File: config.mk
export PLATFORM = sky130hd
export DESIGN_NAME = memAccess
export DESIGN_NICKNAME = d
export VERILOG_FILES = /design/src/source/memPkg.sv /design/src/source/memAccess.sv
export SDC_FILE = /design/constraint.sdc
export NUM_CORES = 1
export LEC_CHECK = 0
export ABC_AREA = 1
export BUFFER_PORTS_ARGS = -buffer_cell sky130_fd_sc_hd__buf_4
export CAP_MARGIN = 5
export CORE_MARGIN = 1.5
export CORE_UTILIZATION = 31
export DETAILED_ROUTE_END_ITERATION = 7
export PLACE_DENSITY = 0.95
export RECOVER_POWER = 50
export SETUP_SLACK_MARGIN = 0.1
export SYNTH_ARGS = -nofsm -noshare
export SYNTH_HDL_FRONTEND = slang
export SYNTH_SLANG_ARGS = --single-unit
File: constraint.sdc
create_clock -name vclk -period 3.25
set_input_delay 0.975 -clock vclk [all_inputs]
set_output_delay 0.975 -clock vclk [all_outputs]
set_load 0.05 [all_outputs]
File: src/source/memPkg.sv
// Memory pipeline shared types
`default_nettype none

package memPkg;

    // datapath word width used by the RAM, MEM2 register and aligner
    localparam int dataWidth = 32;

    typedef enum logic [2:0] {
        loadNone  = 3'd0,
        loadByte  = 3'd1,
        loadByteU = 3'd2,
        loadHalf  = 3'd3,
        loadHalfU = 3'd4,
        loadWord  = 3'd5
    } loadType_t;

    typedef enum logic [1:0] {
        storeNone  = 2'd0,
        storeByte  = 2'd1,
        storeHalf  = 2'd2,
        storeWord  = 2'd3
    } storeType_t;

    // writeback source select
    typedef enum logic [1:0] {
        wbAlu  = 2'd0,
        wbLoad = 2'd1,
        wbLink = 2'd2
    } wbSel_t;

    // MIPS ExcCode field, other codes pass through untouched
    typedef logic [4:0] excType_t;

    localparam excType_t excNone = 5'd0;
    localparam excType_t excAdEL = 5'd4;
    localparam excType_t excAdES = 5'd5;

    // one RAM read word, seen as byte lanes or half lanes
    typedef union packed {
        logic [dataWidth/8-1:0][7:0]   bytes;
        logic [dataWidth/16-1:0][15:0] halves;
    } memWord_t;

endpackage

`default_nettype wire

File: src/source/memAccess.sv
// MEM stage access and alignment check
`timescale 1ns/100ps
`default_nettype none

module memAccess (
    input  logic [31:0]          memAluOut,
    input  logic [31:0]          memOutB,
    input  memPkg::loadType_t    memLoadType,
    input  memPkg::storeType_t   memStoreType,
    input  memPkg::excType_t     memExcType,
    input  logic                 memRegWr,
    input  logic                 mem2Wr,
    output memPkg::excType_t     excTypeFinal,
    output logic                 regWrFinal,
    output logic [3:0]           ramWe,
    output logic [31:0]          ramWdata
);

    logic isLoad;
    logic isHalf;
    logic isWord;
    logic misaligned;
    logic [3:0] laneMask;

    // access size from whichever kind is active
    assign isLoad = (memLoadType != memPkg::loadNone);
    assign isHalf = (memLoadType == memPkg::loadHalf) || (memLoadType == memPkg::loadHalfU)
                    || (memStoreType == memPkg::storeHalf);
    assign isWord = (memLoadType == memPkg::loadWord) || (memStoreType == memPkg::storeWord);

    assign misaligned = (isHalf && memAluOut[0]) || (isWord && (memAluOut[1:0] != 2'b00));

    // older exception wins over an alignment fault
    always_comb begin
        if (memExcType != memPkg::excNone) begin
            excTypeFinal = memExcType;
        end else if (misaligned) begin
            excTypeFinal = isLoad ? memPkg::excAdEL : memPkg::excAdES;
        end else begin
            excTypeFinal = memPkg::excNone;
        end
    end

    assign regWrFinal = memRegWr && (excTypeFinal == memPkg::excNone);

    // byte enables and replicated store data per lane
    always_comb begin
        case (memStoreType)
            memPkg::storeByte: begin
                laneMask = 4'b0001 << memAluOut[1:0];
                ramWdata = {4{memOutB[7:0]}};
            end
            memPkg::storeHalf: begin
                laneMask = memAluOut[1] ? 4'b1100 : 4'b0011;
                ramWdata = {2{memOutB[15:0]}};
            end
            memPkg::storeWord: begin
                laneMask = 4'b1111;
                ramWdata = memOutB;
            end
            default: begin
                laneMask = 4'b0000;
                ramWdata = memOutB;
            end
        endcase
    end

    // no write on a stall or for a faulting instruction
    assign ramWe = (mem2Wr && (excTypeFinal == memPkg::excNone)) ? laneMask : 4'b0000;

endmodule

`default_nettype wire

==> out/summary.txt <==
Core Area = 0.00217 mm^2
Seq pwr share = 0%
vias in the first global route = 961
Fin. Hold Viols = 0
Register Area = 0 um^2
all-layer global routing usage = 18.3%
RSZ-0062 raised after global routing = yes
number of library cell types mapped by synthesis = 20
PD cells = 258 mW/mm^2
Multi-input gate area = 494 um^2
GPL Wtd Cong = 0.816
PortBufs = 88
Max Slew Vio Count = 0
Remaining Overflow, GRT = 0
Post-Route WL = 2590 um
worst vdd ir = 0.000161 V
WHS Endpoint = excTypeFinal[0]
Lkg Pwr = 0.000828 uW
WP data required = 2270 ps
post-DP HPWL = 2120 um
Post-CTS Hold Fix Bufs = 0
dpl cells = 247
slowest stage delay, CP = 350 ps
final critical-path share of the clock period = 96.8%
fin crit period = 3140 ps
Post-Syn Nets = 220
seq_cells = 0
outcome = finished, final reports clean
Syn Inst Count = 140
share of the synthesized area in the top cell type = 24.1%
Final Util = 64.1%
Switching Share = 66.9%
Die Wd = 50.5 um
largest net degree at the start of global routing = 21
CP Launch Type = primary input
Initial Utilization = 32.3%
die area = 0.00255 mm^2
Most Frequent Cell on Critical Path = buf_4
power share of the clock group = 0%
TritonRoute pass-1 iters = 4
critical path type = primary input to primary output
clk_buf instances = 0
CP Capture Type = primary output
CP Max Fanout = 8
vias = 1137
hold path cells = 4
# DRC = 0
Hold WC Path Type = primary input to primary output
worst hold path startpoint = memExcType[0]
initial antenna violation count = 0
Max Cap Violations = 0
global-route wire length before repair = 3860 um
WL per Instance = 10.5 um
crit-path cells = buf_4, inv_1, ha_1, o21ai_1, buf_4, o22ai_1, clkbuf_2
Internal = 119 uW
Power Total = 359 uW
combinational power share = 100.0%
# rows = 17
Routed Antenna Nets = 0
final count of negative-setup-slack endpoints = 0
Avg Synthesized Cell Area = 5.00 um^2
Layout Nets = 301
slowest library cell on the worst path = ha_1
Slew headroom = 60.2%
Worst Tran Pin Value = 600 ps
Die Span Y = 50.5 um
Finished Layout Cells = 247
I/O Pins = 118
filler cell count = 237
sequential fraction of the synthesis area = 0%
f_max = 318 MHz
vias per cell = 4.60
layout cells sized above 1 = 45.7%
Area Growth Syn to Fin = 98.4%
antenna fix cells = 0
DR iter-0 viols = 9
cell taking the most area after synthesis = inv_1
Synth area leaders = inv_1 (24%), o22ai_1 (14%), o21ai_0 (14%)
warnings from Yosys = 0
CP arrival = 2170 ps
Net Switching = 240 uW
cell area after synthesis = 701 um^2
-- timing repair --
item                                    CTS  global route
endpoints found under the setup margin    0            16
resized for setup                         0            20
setup buffers                             0             0
-- power groups by stage --
stage / clock network, uW / registers [uW] / logic, uW
6_report: 0 / 0 / 359
5_1_grt: 0 / 0 / 379
4_1_cts: 0 / 0 / 359
3_5_place_dp: 0 / 0 / 359
3_3_place_gp: 0 / 0 / 355
2_1_floorplan: 0 / 0 / 238
-- critical path: cells and delay by family --
family | cells | cell delay (ps)
buf+inv | 4 | 630
compound gates | 2 | 190
fa+ha+maj | 1 | 350
-- per-stage QoR --
step                worst slack, ps  area [um^2]  TNS, ps  hold WS (ps)
detailed placement              128         1380        0          2210
global route                   29.6         1390        0          2320
global placement                155         1380        0          2210
CTS                             122         1380        0          2210
floorplan                     -44.6          731     -745          2110
finish                          105         1390        0          2300
-- cell usage after synthesis --
cell type	count
a21oi_1	2
nand3_1	6
clkbuf_1	4
nand2_1	19
o21ai_1	1
o21ai_0	19
nor2_4	1
inv_1	45
or2_1	1
buf_4	8
nor2_1	5
nor3_1	1
nand4_2	1
nand2_2	1
ha_1	4
nor3_2	1
o31ai_1	1
inv_2	2
o22ai_1	16
buf_2	2
-- layer usage --
layer | track usage, % | up-vias | part of all wire [%]
li1 | - | 592 | -
met1 | 21.3 | 502 | 39
met2 | 35.1 | 43 | 54
met3 | 3.57 | 0 | 7.4
met4 | 1.80 | 0 | 0
met5 | 0 | - | 0
-- logic make-up after synthesis --
logic type | after synthesis | synth area share (%)
buffers and inverters | 61 | 37.3
AND/OR/NAND/NOR | 36 | 24.5
AO/OA/AOI/OAI | 39 | 31.1
adder cells (fa/ha/maj) | 4 | 7.14
-- worst max path at each step --
stage	slack (ps)	depth (start not counted)	endpoint	from
CTS	120	9	ramWe[2]	memStoreType[0]
global placement	150	9	ramWdata[31]	memStoreType[0]
global route	30	9	ramWdata[8]	memStoreType[0]
floorplan	-40	4	ramWdata[16]	memStoreType[0]
finish	110	7	ramWdata[23]	memStoreType[0]
detailed placement	130	9	ramWdata[13]	memStoreType[0]
-- cell type report --
type	count	area share, %
Tap cell	28	2.52
Inverter	47	12.9
Multi-Input combinational cell	79	35.6
Timing Repair Buffer	93	49.1
-- cells in the final DEF, fill, tap and decap left out, drive strengths merged --
cell type,instances
buf,74
inv,47
nand2,20
o21ai,20
clkbuf,19
o22ai,16
nand3,6
nor2,6
ha,4
a21oi,2
nor3,2
or2,1
o31ai,1
nand4,1
Note: power is estimated with default switching activity, not from simulation.
