**config.mk**
```make
export PLATFORM = sky130hd
export DESIGN_NAME = mem2Reg
export DESIGN_NICKNAME = d
export VERILOG_FILES = /design/src/source/memPkg.sv /design/src/source/mem2Reg.sv
export SDC_FILE = /design/constraint.sdc
export NUM_CORES = 1
export LEC_CHECK = 0
export BUFFER_PORTS_ARGS = -buffer_cell sky130_fd_sc_hd__clkbuf_2
export CAP_MARGIN = 20
export CORE_MARGIN = 3
export CORE_UTILIZATION = 42
export DETAILED_ROUTE_END_ITERATION = 10
export HOLD_SLACK_MARGIN = 0.06
export PLACE_DENSITY = 0.77
export REMOVE_ABC_BUFFERS = 1
export SETUP_SLACK_MARGIN = 0.1
export SYNTH_ARGS = -nofsm -noshare
export SYNTH_HDL_FRONTEND = slang
export SYNTH_SLANG_ARGS = --single-unit
```
**constraint.sdc**
```tcl
create_clock -name clk -period 0.8 [get_ports clk]
set_input_delay 0.16 -clock clk [delete_from_list [all_inputs] [get_ports clk]]
set_output_delay 0.16 -clock clk [all_outputs]
set_load 0.05 [all_outputs]
```
**src/source/memPkg.sv**
```systemverilog
// Memory pipeline shared types
`default_nettype none

package memPkg;

    // datapath word width used by the RAM, MEM2 register and aligner
    localparam int dataWidth = 32;

    typedef enum logic [2:0] {
        loadNone  = 3'd0,
        loadByte  = 3'd1,
        loadByteU = 3'd2,
        loadHalf  = 3'd3,
        loadHalfU = 3'd4,
        loadWord  = 3'd5
    } loadType_t;

    typedef enum logic [1:0] {
        storeNone  = 2'd0,
        storeByte  = 2'd1,
        storeHalf  = 2'd2,
        storeWord  = 2'd3
    } storeType_t;

    // writeback source select
    typedef enum logic [1:0] {
        wbAlu  = 2'd0,
        wbLoad = 2'd1,
        wbLink = 2'd2
    } wbSel_t;

    // MIPS ExcCode field, other codes pass through untouched
    typedef logic [4:0] excType_t;

    localparam excType_t excNone = 5'd0;
    localparam excType_t excAdEL = 5'd4;
    localparam excType_t excAdES = 5'd5;

    // one RAM read word, seen as byte lanes or half lanes
    typedef union packed {
        logic [dataWidth/8-1:0][7:0]   bytes;
        logic [dataWidth/16-1:0][15:0] halves;
    } memWord_t;

endpackage

`default_nettype wire

```
**src/source/mem2Reg.sv**
```systemverilog
// MEM to MEM2 pipeline register
`timescale 1ns/100ps
`default_nettype none

module mem2Reg (
    input  logic                          clk,
    input  logic                          rstN,
    input  logic                          mem2Flush,
    input  logic                          mem2Wr,

    input  logic [memPkg::dataWidth-1:0]  memAluOut,
    input  logic [31:0]                   memPc,
    input  logic [31:0]                   memInstr,
    input  memPkg::wbSel_t                memWbSel,
    input  logic [4:0]                    memDst,
    input  logic [memPkg::dataWidth-1:0]  memOutB,
    // write enable after exception handling
    input  logic                          memRegWrFinal,
    input  memPkg::excType_t              memExcType,
    input  logic                          memIsBranch,
    input  logic                          memIsImmJump,
    input  logic                          memInDelaySlot,
    input  memPkg::loadType_t             memLoadType,

    output logic [memPkg::dataWidth-1:0]  mem2AluOut,
    output logic [31:0]                   mem2Pc,
    output logic [31:0]                   mem2Instr,
    output memPkg::wbSel_t                mem2WbSel,
    output logic [4:0]                    mem2Dst,
    output logic [memPkg::dataWidth-1:0]  mem2OutB,
    output logic                          mem2RegWr,
    output memPkg::excType_t              mem2ExcType,
    output logic                          mem2IsBranch,
    output logic                          mem2IsImmJump,
    output logic                          mem2InDelaySlot,
    output memPkg::loadType_t             mem2LoadType
);

    always_ff @(posedge clk or negedge rstN) begin
        if (!rstN) begin
            mem2AluOut      <= '0;
            mem2Pc          <= '0;
            mem2Instr       <= '0;
            mem2WbSel       <= memPkg::wbAlu;
            mem2Dst         <= '0;
            mem2OutB        <= '0;
            mem2RegWr       <= 1'b0;
            mem2ExcType     <= memPkg::excNone;
            mem2IsBranch    <= 1'b0;
            mem2IsImmJump   <= 1'b0;
            mem2InDelaySlot <= 1'b0;
            mem2LoadType    <= memPkg::loadNone;
        end else if (mem2Flush) begin
            // flush beats write, load type included
            mem2AluOut      <= '0;
            mem2Pc          <= '0;
            mem2Instr       <= '0;
            mem2WbSel       <= memPkg::wbAlu;
            mem2Dst         <= '0;
            mem2OutB        <= '0;
            mem2RegWr       <= 1'b0;
            mem2ExcType     <= memPkg::excNone;
            mem2IsBranch    <= 1'b0;
            mem2IsImmJump   <= 1'b0;
            mem2InDelaySlot <= 1'b0;
            mem2LoadType    <= memPkg::loadNone;
        end else if (mem2Wr) begin
            mem2AluOut      <= memAluOut;
            mem2Pc          <= memPc;
            mem2Instr       <= memInstr;
            mem2WbSel       <= memWbSel;
            mem2Dst         <= memDst;
            mem2OutB        <= memOutB;
            mem2RegWr       <= memRegWrFinal;
            mem2ExcType     <= memExcType;
            mem2IsBranch    <= memIsBranch;
            mem2IsImmJump   <= memIsImmJump;
            mem2InDelaySlot <= memInDelaySlot;
            mem2LoadType    <= memLoadType;
        end
    end

endmodule

`default_nettype wire

```
==> results by group <==
Global route
  • Global-route wire length before repair: 36700 microns
  • Initial antenna violation count: 4
  • Number of global-route vias before repair: 6640
  • Grt total ovfl: 0
  • Largest net degree at the start of global routing: 61
  • GRT Overall Usage: 0.298

Floorplan
  • Die Height: 126 microns
  • FP Rows: 43
  • Number of I/O pins: 298
  • Core area: 0.0140 sq mm
  • Die area: 0.0160 sq mm
  • Initial Util: 0.433
  • Die span in x: 126 microns

Yosys
  • Seq/Total Area, Yosys: 0.604
  • Synth Cell Area: 0.00609 sq mm
  • Yosys warning total: 0
  • Mapped Avg Cell Area: 12.8 sq um
  • Cells after synthesis: 474
  • Distinct cells, synth: 8
  • Yosys reg bits: 147

Power
  • Sw Ratio: 0.296
  • Pint: 16.2 mW
  • Static leakage: 6.20 nW
  • P per Cell Area: 1920 mW/mm^2
  • Peak VDD IR: 1.35 mV
  • Clock Power Share: 0.387
  • Combinational share of power: 0.251
  • P_sw: 6.81 mW
  • Seq pwr share: 0.362

Critical path
  • Worst setup path endpoint: mem2AluOut[22]
  • CP peak stage delay: 0.45 ns
  • Stages on worst setup path: 1
  • Worst EP required: 0.64 ns
  • Reg2Reg Capture Point: mem2AluOut[30]
  • Crit path max fanout: 2
  • CP cell instances: buf_8
  • Buf/Inv on CP: 1
  • Crit-path leading delay family: flip-flops
  • Max stage delay cell, worst path: dfrtp_1
  • CP Capture Type: primary output
  • CP arrival: 1.05 ns
  • Worst r2r path cells: 4
  • CP startpoint: mem2AluOut[22]
  • Worst Setup Start Kind: flip-flop
  • Reg2reg setup slack: -0.19 ns
  • Crit Path Class: flip-flop to primary output
  • Worst r2r src: mem2AluOut[30]

Clocking
  • Worst-path clk slew: 0.06 ns
  • Clk root buf: clkbuf_16
  • Buffer depth of the longest clock path: 2
  • Worst skew pair latency: 0.42 ns
  • CTS Buf Count: 17
  • TritonCTS clock tree: yes
  • Sink Count: 147
  • H-Tree Depth: 4

Layout
  • Final nets: 1130
  • Share of layout cells above drive strength 1: 0.428
  • Most common cell after layout, fill and taps aside: dfrtp_1
  • Fin cells: 1176
  • Final Util: 0.855
  • Fillers: 575
  • Layout overhead on the synthesized area: 97.2%
  • Most frequent cells in the layout: dfrtp_1 (147), clkbuf_2 (146), nor2_1 (145)

Routing
  • DR iter-0 viols: 359
  • DRC viols: 0
  • WL/cell: 22.3 microns
  • Via density: 5.13
  • Via count: 6029
  • Detailed Routing Iterations Pass 1: 5
  • Total Wirelength: 26300 microns
  • Final ANT Viol Nets: 0

Worst hold path
  • Worst min path class: input pin to flip-flop

Place
  • PortBufs: 297
  • Placed Cells: 949
  • Placer congestion estimate: 0.789
  • Hpwl dp: 11200 microns

Timing
  • Slew margin rel.: 0.801
  • RSZ-0062 raised after global routing: yes
  • Final setup viols: 219
  • Tmin final: 1.21 ns
  • Actual slew at the worst max-slew pin: 0.298 ns
  • Final worst-path setup slack: -0.410 ns
  • Final hold vios: 0
  • Max Clk Rate: 827 MHz
  • Max Slew Vio Count: 0
  • Worst-case clock skew: 0 ns
  • Final Cycle Share: 1.51

Status
  • Failing checks: setup timing
  • Status: complete, but fails checks

Job
  • Max-cap violations: 0
[logic make-up after synthesis]
group / after synthesis / share of synthesized area
muxes: 147 / 0.242
DFF: 147 / 0.604
and+or+nand+nor: 147 / 0.0906
buffers and inverters: 33 / 0.0633
[per-stage QoR]
step	worst slack, ns	cell area [sq um]	setup TNS (ns)	total power [mW]	hold WS (ns)
2_1_floorplan	-0.0954	5700	-14.02	10.3	-0.136
3_3_place_gp	-0.239	7880	-29.91	11.9	0.0176
3_5_place_dp	-0.272	7880	-32.26	12.0	0.0175
4_1_cts	-0.401	11300	-54.09	22.0	0.00350
5_1_grt	-0.438	12000	-64.48	23.7	0.0294
6_report	-0.410	12000	-58.37	23.0	0.0366
[what timing repair did]
item | in CTS | in global routing
endpoints found under the hold margin | 293 | 3
pin swaps | 14 | 52
endpoints found under the setup margin | 181 | 292
hold buffers | 140 | 1
resized for setup | 281 | 210
setup buffers | 22 | 36
[layer usage]
layer / share of wire / wire length, microns / track usage
met4: 0.061 / 1610 / 0.181
met1: 0.33 / 8680 / 0.312
met5: 0 / 0 / 0
met3: 0.073 / 1920 / 0.0779
met2: 0.54 / 14100 / 0.532
[how the worst min path moves through the flow]
stage / from / end / cells past startpoint
6_report: memPc[15] / mem2Pc[15] / 3
5_1_grt: memPc[15] / mem2Pc[15] / 3
4_1_cts: memPc[15] / mem2Pc[15] / 3
3_5_place_dp: rstN / mem2OutB[8] / 1
3_3_place_gp: rstN / mem2OutB[8] / 1
2_1_floorplan: rstN / mem2AluOut[0] / 0
[power by group through the flow]
| stage | Clock, mW | Sequential, mW | Combinational [mW] |
|---|---|---|---|
| after floorplan | 0 | 9.69 | 0.629 |
| after global placement | 0 | 8.22 | 3.71 |
| after detailed placement | 0 | 8.23 | 3.76 |
| after CTS | 8.85 | 8.16 | 5.03 |
| after global routing | 9.29 | 8.37 | 6.00 |
| final | 8.90 | 8.34 | 5.78 |
[sequential cells by signal, summed over array words and instances, names as in the netlist]
register	flops
mem2WbSel	2
mem2OutB	32
mem2IsBranch	1
mem2RegWr	1
mem2Instr	32
mem2IsImmJump	1
mem2AluOut	32
mem2InDelaySlot	1
mem2Dst	5
mem2Pc	32
mem2ExcType	5
mem2LoadType	3
[Yosys cell counts]
cell / count / area [sq um]
mux2i_1: 147 / 1470
buf_8: 1 / 15.0
dfrtp_1: 147 / 3680
nor2_1: 147 / 552
buf_12: 14 / 280
buf_4: 2 / 15.0
buf_2: 12 / 60.1
clkbuf_1: 4 / 15.0
[cell type report]
type                            instances  area (sq um)  share of cell area
Timing Repair Buffer                  519          5300               0.442
Sequential cell                       147          3680               0.306
Multi-Input combinational cell        294          2140               0.178
Clock buffer                           20           447              0.0372
Tap cell                              180           225              0.0188
Clock inverter                         12           204              0.0170
Antenna cell                            4          10.0            0.000834
No activity file was read; power rests on OpenSTA's default activity.
