==> src/source/memPkg.sv <==
// Memory pipeline shared types
`default_nettype none

package memPkg;

    // datapath word width used by the RAM, MEM2 register and aligner
    localparam int dataWidth = 32;

    typedef enum logic [2:0] {
        loadNone  = 3'd0,
        loadByte  = 3'd1,
        loadByteU = 3'd2,
        loadHalf  = 3'd3,
        loadHalfU = 3'd4,
        loadWord  = 3'd5
    } loadType_t;

    typedef enum logic [1:0] {
        storeNone  = 2'd0,
        storeByte  = 2'd1,
        storeHalf  = 2'd2,
        storeWord  = 2'd3
    } storeType_t;

    // writeback source select
    typedef enum logic [1:0] {
        wbAlu  = 2'd0,
        wbLoad = 2'd1,
        wbLink = 2'd2
    } wbSel_t;

    // MIPS ExcCode field, other codes pass through untouched
    typedef logic [4:0] excType_t;

    localparam excType_t excNone = 5'd0;
    localparam excType_t excAdEL = 5'd4;
    localparam excType_t excAdES = 5'd5;

    // one RAM read word, seen as byte lanes or half lanes
    typedef union packed {
        logic [dataWidth/8-1:0][7:0]   bytes;
        logic [dataWidth/16-1:0][15:0] halves;
    } memWord_t;

endpackage

`default_nettype wire

==> src/source/loadAlign.sv <==
// MEM2 load aligner and writeback select
`timescale 1ns/100ps
`default_nettype none

module loadAlign (
    input  logic [memPkg::dataWidth-1:0]  mem2AluOut,
    input  logic [31:0]                   mem2Pc,
    input  memPkg::wbSel_t                mem2WbSel,
    input  memPkg::loadType_t             mem2LoadType,
    input  logic                          mem2RegWr,
    input  logic [4:0]                    mem2Dst,
    input  logic [memPkg::dataWidth-1:0]  ramRdata,
    output logic                          wbRegWr,
    output logic [4:0]                    wbDst,
    output logic [memPkg::dataWidth-1:0]  wbData
);

    memPkg::memWord_t rdWord;
    logic [7:0]  byteLane;
    logic [15:0] halfLane;
    logic [memPkg::dataWidth-1:0] loadValue;

    assign rdWord = ramRdata;

    // little-endian lane pick from the low address bits
    assign byteLane = rdWord.bytes[mem2AluOut[1:0]];
    assign halfLane = rdWord.halves[mem2AluOut[1]];

    always_comb begin
        case (mem2LoadType)
            memPkg::loadByte:  loadValue = {{24{byteLane[7]}}, byteLane};
            memPkg::loadByteU: loadValue = {24'd0, byteLane};
            memPkg::loadHalf:  loadValue = {{16{halfLane[15]}}, halfLane};
            memPkg::loadHalfU: loadValue = {16'd0, halfLane};
            memPkg::loadWord:  loadValue = rdWord;
            default:           loadValue = '0;
        endcase
    end

    // link address skips the delay slot
    always_comb begin
        case (mem2WbSel)
            memPkg::wbLoad: wbData = loadValue;
            memPkg::wbLink: wbData = mem2Pc + 32'd8;
            default:        wbData = mem2AluOut;
        endcase
    end

    // write already cancelled upstream on a fault
    assign wbRegWr = mem2RegWr;
    assign wbDst   = mem2Dst;

endmodule

`default_nettype wire

==> config.mk <==
export PLATFORM = sky130hd
export DESIGN_NAME = loadAlign
export DESIGN_NICKNAME = d
export VERILOG_FILES = /design/src/source/memPkg.sv /design/src/source/loadAlign.sv
export SDC_FILE = /design/constraint.sdc
export NUM_CORES = 1
export LEC_CHECK = 0
export BUFFER_PORTS_ARGS = -buffer_cell sky130_fd_sc_hd__buf_2
export CAP_MARGIN = 20
export CORE_UTILIZATION = 44
export DETAILED_ROUTE_END_ITERATION = 12
export MAX_ROUTING_LAYER = met4
export PLACE_DENSITY_LB_ADDON = 0.05
export SLEW_MARGIN = 30
export SYNTH_ARGS = -nofsm -noshare
export SYNTH_HDL_FRONTEND = slang
export SYNTH_SLANG_ARGS = --single-unit
==> constraint.sdc <==
create_clock -name vclk -period 2.1
set_input_delay 0.21 -clock vclk [all_inputs]
set_output_delay 0.21 -clock vclk [all_outputs]
set_load 0.005 [all_outputs]
==> results of run 1 <==
per-stage QoR:
stage                     hold WS [ns]  worst slack (ns)  power, mW
after global routing            0.4200          0.004106     0.6773
final                           0.4200           0.09569     0.6215
after detailed placement        0.4201            0.1040     0.6036
after floorplan                 0.5008            0.3811     0.3184
after CTS                       0.4201           0.08658     0.6071
after global placement          0.4201            0.1095     0.6039
cell type report:
type	instances	area, sq um	share of cell area, %
inverter	12	45.04	1.569
multi-input combinational	289	1878	65.40
tap	52	65.06	2.266
timing repair buffer	162	883.3	30.76
per-layer routing:
metal / vias up / routed length [um]
li1: 1525 / -
met1: 1385 / 3521
met2: 178 / 3860
met3: 23 / 797
met4: 0 / 236
met5: - / 0
worst paths after layout:
| check | startpoint | to | slack, ns | cells past startpoint |
|---|---|---|---|---|
| worst min-delay path | mem2RegWr | wbRegWr | 0.42 | 0 |
| worst max-delay path | ramRdata[31] | wbData[14] | 0.1 | 7 |
cell families after synthesis:
logic type,count (synthesis)
AND/OR/NAND/NOR,141
AO/OA/AOI/OAI,110
buffers and inverters,42
XOR/XNOR,26
multiplexers,9
adder cells (fa/ha/maj),3
synth_stat cells (all sizes together):
cell type	count	area [sq um]
nand2	44	165.2
nand3	30	150.1
o21ai	23	115.1
xor2	22	192.7
a21oi	20	103.9
buf	15	90.08
clkbuf	15	56.30
a22oi	14	105.1
nor2	13	48.80
a221oi	12	105.1
inv	12	45.04
nand4	12	96.34
nor3	11	60.06
o211ai	9	72.57
mux2i	8	80.08
nor2b	7	43.79
o22ai	6	37.54
nand2b	5	31.28
a31oi	4	25.02
nor4	4	25.02
o221ai	4	35.03
xnor2	4	35.03
a22o	3	26.28
and2	3	18.77
and3	3	18.77
ha	3	37.54
or3	3	23.77
a211oi	2	15.01
a221o	2	20.02
a2bb2oi	2	17.52
nor3b	2	20.02
o2bb2ai	2	17.52
o32ai	2	17.52
or3b	2	17.52
a21boi	1	7.510
a311oi	1	8.760
a32o	1	10.01
a32oi	1	8.760
and3b	1	8.760
mux4	1	22.52
o21bai	1	7.510
or2	1	6.260
power groups by stage:
stage               Combinational (mW)  Sequential, mW  Clock (mW)
floorplan                        0.318               0           0
global placement                 0.604               0           0
detailed placement               0.604               0           0
CTS                              0.607               0           0
global route                     0.677               0           0
finish                           0.622               0           0
==> summary.md, run 1 <==
| Metric | Value |
|---|---|
| Run status | complete, no violations |
| GR peak layer | met2 |
| Largest net degree at the start of global routing | 20 |
| Synth Area per Inst | 6.192 sq um |
| Worst EP arrival | 1.79 ns |
| Fraction of layout cells with a size suffix above 1 | 37.80% |
| Yosys Warn Count | 0 |
| Syn_nets | 441 |
| Peak VDD IR | 0.1074 mV |
| Crit Path Category | input port to output port |
| Drt total wl | 8417 um |
| I/O Buffers | 133 |
| Unrepaired setup endpoints after global routing | no |
| CP startpoint kind | input port |
| Routed via count | 3111 |
| CP cell instances | buf_2 > mux4_2 > nor3b_2 > a221oi_1 > nor2_1 > a221o_1 > buf_2 |
| GRT Util Overall | 33.85% |
| Most frequent cell on the critical path | buf_2 |
| Syn-to-layout area delta | 40.11% |
| Most common cell after layout, fill and taps aside | buf_2 |
| Mux contribution to synthesized area | 5.006% |
| Mapped Area | 2049 sq um |
| Post_cts resized | 0 |
| Pint | 0.2842 mW |
| Boundary Pins | 145 |
| Pwr dens | 216.4 nW/um^2 |
| Simple logic cell fraction of the synthesized area | 35.84% |
| Final min period | 2.004 ns |
| DRT antenna net count | 0 |
| Final Cell Area | 2872 sq um |
| Initial antenna violation count | 0 |
| DP Cell Count | 515 |
| Final Slew Violations | 0 |
| # diodes | 0 |
| GR Util met3 | 4.618% |
| Sequential share of the synthesized area | 0% |
| Netlist cell types | 51 |
| Main combinational cell family by area after synthesis | compound AO/OA/AOI/OAI gates |
| Die H | 70.25 um |
| # hold bufs at CTS | 0 |
| CLK BUF | 0 |
| Vias in the first global route | 2709 |
| Period utilization | 95.44% |
| Top cell family by delay on the critical path | compound AO/OA/AOI/OAI gates |
| Clock group share of total power | 0% |
| Flip-flop and latch count | 0 |
| Max cap viols | 0 |
| Drt initial violations | 315 |
| Top achievable clock speed | 498.9 MHz |
| Routed wire length per instance | 16.34 um |
| Starting Density | 46.43% |
| Dpl cell area | 2851 sq um |
| FF+latch area | 0 sq um |
| Reg power frac | 0% |
| Global placer's final weighted congestion | 0.9868 |
| Congestion Overflow GR | 0 |
| Via/cell ratio | 6.041 |
| WP buf/inv | 2 |
| Worst EP required | 1.89 ns |
| Slew margin rel. | 63.53% |
| Met2 GRT Util | 52.06% |
| Number of remaining DRC errors | 0 |
| Complex-gate fraction of the synthesized area | 36.87% |
| Most frequent cells in the layout | buf_2 (133), nand2_1 (43), nand3_1 (30) |
| First-pass DRT Iterations | 5 |
| Switching pwr | 0.3374 mW |
| Hold Crit Class | input port to output port |
| Met1 usage | 46.43% |
| CP max stage cell | mux4_2 |
| Post-synthesis adder-cell area fraction | 1.832% |
| Crit-path max cell delay | 0.48 ns |
| Sw Share | 54.28% |
| Crit. End Element | output port |
| Leak Pwr | 1.323 nW |
| Setup Buffers After CTS | 0 |
| # setup viols final | 0 |
| Crit-path max FO | 5 |
| Final Util | 65.05% |
| Die X | 70.25 um |
| Worst Tran Pin Value | 0.5471 ns |
| Final hold violations | 0 |
| Synth Area in XOR/XNOR | 11.11% |
| Filler instances | 437 |
| TNS Setup | 0 ns |
| Final #Nets | 575 |
| First-pass GRT wire length | 13370 um |
| Core footprint | 4414 sq um |
| Hpwl dp | 7013 um |
| # rows | 24 |
| Die footprint | 4935 sq um |
| Cell Count, Final, Fillers Out | 515 |
| Post-synthesis cell count | 331 |
| Comb pwr share | 100.0% |
No activity file was read; power rests on OpenSTA's default activity.
==> run 2: changes to the inputs <==
- CORE_UTILIZATION: 44 -> 47
- clock period: 2.1 -> 2.6 ns (I/O delays scaled with it)
==> run 2 against run 1 <==
Against the previous run: flip-flop and latch count stayed put; final cell count shrank 3.5%; critical endpoint is now wbData[15]; routed wire length shrank 1.2%; global-route usage up 1.7 points.
==> summary.md, run 2 (synthesis gave the netlist of run 1 again) <==
| Metric | Value |
|---|---|
| # hold bufs at CTS | 0 |
| First-pass GRT wire length | 12260 um |
| WP buf/inv | 2 |
| # setup viols final | 0 |
| Hold path cells | 0 |
| Largest net degree at the start of global routing | 23 |
| CP startpoint kind | input port |
| Top achievable clock speed | 419.1 MHz |
| Starting Density | 50.15% |
| Filler instances | 366 |
| Final min period | 2.386 ns |
| Setup Buffers After CTS | 0 |
| Worst EP arrival | 2.13 ns |
| Die H | 68.04 um |
| Hpwl dp | 6728 um |
| CLK BUF | 0 |
| Routed via count | 3105 |
| Hold Crit Class | input port to output port |
| Pint | 0.2131 mW |
| Crit Path Category | input port to output port |
| Initial antenna violation count | 0 |
| Boundary Pins | 145 |
| Routed wire length per instance | 16.73 um |
| Flip-flop and latch count | 0 |
| # diodes | 0 |
| Hold Crit Endpoint | wbDst[1] |
| Final #Nets | 559 |
| Crit-path max cell delay | 0.55 ns |
| Reg power frac | 0% |
| Congestion Overflow GR | 0 |
| Period utilization | 91.78% |
| Slew margin rel. | 38.98% |
| Final setup margin | 0.2139 ns |
| CP cell instances | buf_2 > mux4_2 > nor3b_2 > o21bai_1 > a311oi_1 > o221ai_1 > buf_2 |
| FF+latch area | 0 sq um |
| Post_cts resized | 0 |
| Most frequent cell on the critical path | buf_2 |
| Leak Pwr | 1.243 nW |
| Drt initial violations | 249 |
| Most common cell after layout, fill and taps aside | buf_2 |
| Most frequent cells in the layout | buf_2 (133), nand2_1 (44), nand3_1 (30) |
| GRT Util Overall | 35.54% |
| First-pass DRT Iterations | 5 |
| Worst EP required | 2.34 ns |
| Clock group share of total power | 0% |
| Global placer's final weighted congestion | 0.9412 |
| Comb pwr share | 100.0% |
| Die footprint | 4629 sq um |
| Sw Share | 55.68% |
| # rows | 23 |
| Hold Crit Start | mem2Dst[1] |
| Crit. End Element | output port |
| Max cap viols | 0 |
| Syn-to-layout area delta | 33.15% |
| Vias in the first global route | 2535 |
| Multi-input logic area | 1858 sq um |
| Run status | complete, no violations |
| Final hold violations | 0 |
| Pre-CTS WS | 0.2447 ns |
| Final Slew Violations | 0 |
| Top cell family by delay on the critical path | compound AO/OA/AOI/OAI gates |
| CP max stage cell | mux4_2 |
| Via/cell ratio | 6.247 |
| Crit-path max FO | 13 |
| Fraction of layout cells with a size suffix above 1 | 34.68% |
| DRT antenna net count | 0 |
| I/O Buffers | 133 |
| Peak VDD IR | 0.1034 mV |
| Unrepaired setup endpoints after global routing | no |
| Worst Tran Pin Value | 0.9134 ns |
| Number of remaining DRC errors | 0 |
| Die X | 68.04 um |
| TNS Setup | 0 ns |
| Drt total wl | 8313 um |
| Switching pwr | 0.2678 mW |
| Core footprint | 4086 sq um |
| Pwr dens | 176.2 nW/um^2 |
==> run 2: cell count changes in the layout (fill, tap and decap cells not counted), sizes merged <==
cell / previous run / this run
buf: 162 / 146
==> run 2: power by group through the flow <==
stage,Clock (mW),Sequential [mW],Combinational [mW]
floorplan,0,0,0.257
global placement,0,0,0.467
detailed placement,0,0,0.470
CTS,0,0,0.473
global route,0,0,0.526
finish,0,0,0.481
==> run 2: worst max path at each step <==
stage | startpoint | end | slack (ns) | cells past startpoint
floorplan | mem2AluOut[0] | wbData[31] | 0.78 | 6
global placement | mem2AluOut[1] | wbData[15] | 0.29 | 7
detailed placement | mem2AluOut[1] | wbData[15] | 0.24 | 7
CTS | mem2AluOut[1] | wbData[15] | 0.24 | 7
global route | mem2WbSel[0] | wbData[27] | 0.15 | 9
finish | mem2AluOut[1] | wbData[15] | 0.21 | 7
==> run 2: area by class of cell <==
type / instances / area share, %
Timing Repair Buffer: 146 / 27.97
Inverter: 12 / 1.651
Tap cell: 50 / 2.293
Multi-Input combinational cell: 289 / 68.09
==> run 2: per-layer routing <==
layer | GRT usage, % | routed length [um]
met1 | 49.22 | 3520
met2 | 55.39 | 3839
met3 | 2.500 | 725
met4 | 8.594 | 228
met5 | - | 0
==> run 2: through the flow <==
step / hold slack, ns / utilization [%] / area (sq um) / power (mW) / cells
floorplan: 0.6008 / - / 2049 / 0.2571 / 331
global placement: 0.5200 / 66.78 / 2729 / 0.4673 / 497
global route: 0.5200 / 66.78 / 2729 / 0.5261 / 497
CTS: 0.5200 / 66.78 / 2729 / 0.4728 / 497
finish: 0.5200 / 66.78 / 2729 / 0.4809 / 497
detailed placement: 0.5200 / 66.78 / 2729 / 0.4697 / 497
==> run 3: changes to the inputs <==
- CORE_MARGIN: unset -> 2
==> run 3 against run 2 <==
Against the previous run: hold slack unchanged; routed wire length up 0.32%; critical path depth unchanged; non-clock buffer count fell by 3; combinational power about the same.
==> summary.md, run 3 (synthesis gave the netlist of run 1 again) <==
| Metric | Value |
|---|---|
| Run status | complete, no violations |
| Filler instances | 425 |
| Post_cts resized | 0 |
| Core footprint | 4264 sq um |
| Fraction of layout cells with a size suffix above 1 | 34.23% |
| Met2 Routed Length | 3689 um |
| Most common cell after layout, fill and taps aside | buf_2 |
| Largest net degree at the start of global routing | 29 |
| Global placer's final weighted congestion | 0.9415 |
| Worst Tran Pin Value | 0.9309 ns |
| First-pass GRT wire length | 13590 um |
| Top achievable clock speed | 443.4 MHz |
| Most frequent cells in the layout | buf_2 (133), nand2_1 (44), nand3_1 (30) |
| Number of remaining DRC errors | 0 |
| Crit-path max FO | 14 |
| Die H | 70.04 um |
| # diodes | 0 |
| Final #Nets | 556 |
| Comb pwr share | 100.0% |
| Syn-to-layout area delta | 32.17% |
| Final Util | 63.53% |
| Peak VDD IR | 0.08186 mV |
| DRT antenna net count | 0 |
| Final hold violations | 0 |
| Die footprint | 4905 sq um |
| Drt initial violations | 357 |
| Vias in the first global route | 2909 |
| Starting Density | 48.06% |
| Setup Buffers After CTS | 0 |
| Hpwl dp | 6843 um |
| I/O Buffers | 133 |
| Initial antenna violation count | 0 |
| Final Slew Violations | 0 |
| # rows | 24 |
| Unrepaired setup endpoints after global routing | no |
| Slew margin rel. | 37.81% |
| Boundary Pins | 145 |
| Worst EP required | 2.34 ns |
| Pwr dens | 176.8 nW/um^2 |
| Reg power frac | 0% |
| # hold bufs at CTS | 0 |
| Routed wire length per instance | 16.81 um |
| CP startpoint kind | input port |
| Metal-1 WL | 3584 um |
| GRT Util Overall | 33.81% |
| First-pass DRT Iterations | 5 |
| Leak Pwr | 1.226 nW |
| Congestion Overflow GR | 0 |
| Pint | 0.2113 mW |
| Routed via count | 3032 |
| Crit Path Category | input port to output port |
| Worst EP arrival | 2.00 ns |
| Period utilization | 86.74% |
| # setup viols final | 0 |
| Highest Signal Layer | met4 |
| Max cap viols | 0 |
| Hold Crit Class | input port to output port |
| Hold path cells | 0 |
| Sw Share | 55.88% |
| TNS Setup | 0 ns |
| Via/cell ratio | 6.113 |
| Multi-input logic area | 1858 sq um |
| FF+latch area | 0 sq um |
| Switching pwr | 0.2677 mW |
| Die X | 70.04 um |
| CLK BUF | 0 |
| Flip-flop and latch count | 0 |
| Final min period | 2.255 ns |
| Crit. End Element | output port |
| Drt total wl | 8340 um |
| Clock group share of total power | 0% |
| DR WL met3 | 813 um |
## run 3: cell count changes in the layout (fill, tap and decap cells not counted), sizes merged
cell  before  now
buf      146  143
## run 3: worst paths after layout
path / from / slack, ns / endpoint
min: mem2Dst[1] / 0.52 / wbDst[1]
max: mem2WbSel[0] / 0.34 / wbData[0]
## run 3: stage by stage
step	power, mW	setup slack, ns	cell area (sq um)	hold WS (ns)	std cells
final	0.4790	0.3447	2709	0.5200	496
after global routing	0.5245	0.1880	2709	0.5200	496
after CTS	0.4715	0.3523	2709	0.5200	496
after detailed placement	0.4689	0.3549	2709	0.5200	496
after global placement	0.4661	0.3733	2709	0.5200	496
after floorplan	0.2571	0.7811	2049	0.6008	331
## run 3: cell type report
type                            instances  area share (%)
Timing Repair Buffer                  143           27.34
Inverter                               12           1.663
Multi-Input combinational cell        289           68.59
Tap cell                               52           2.402
## run 3: routing by layer
layer	global-route usage (%)	vias up
li1	-	1489
met1	44.61	1345
met2	52.80	177
met3	5.483	21
met4	10.90	0
met5	-	-
## run 3: power groups by stage
stage,logic (mW),registers [mW],clock network [mW]
after floorplan,0.257,0,0
after global placement,0.466,0,0
after detailed placement,0.469,0,0
after CTS,0.471,0,0
after global routing,0.525,0,0
final,0.479,0,0
## run 3: worst max-delay path, stage by stage
cell,delay (ns)
buf_2,0.09
inv_1,0.04
ha_1,0.39
nor2b_1,0.76
a221oi_1,0.16
o21ai_0,0.15
buf_2,0.15
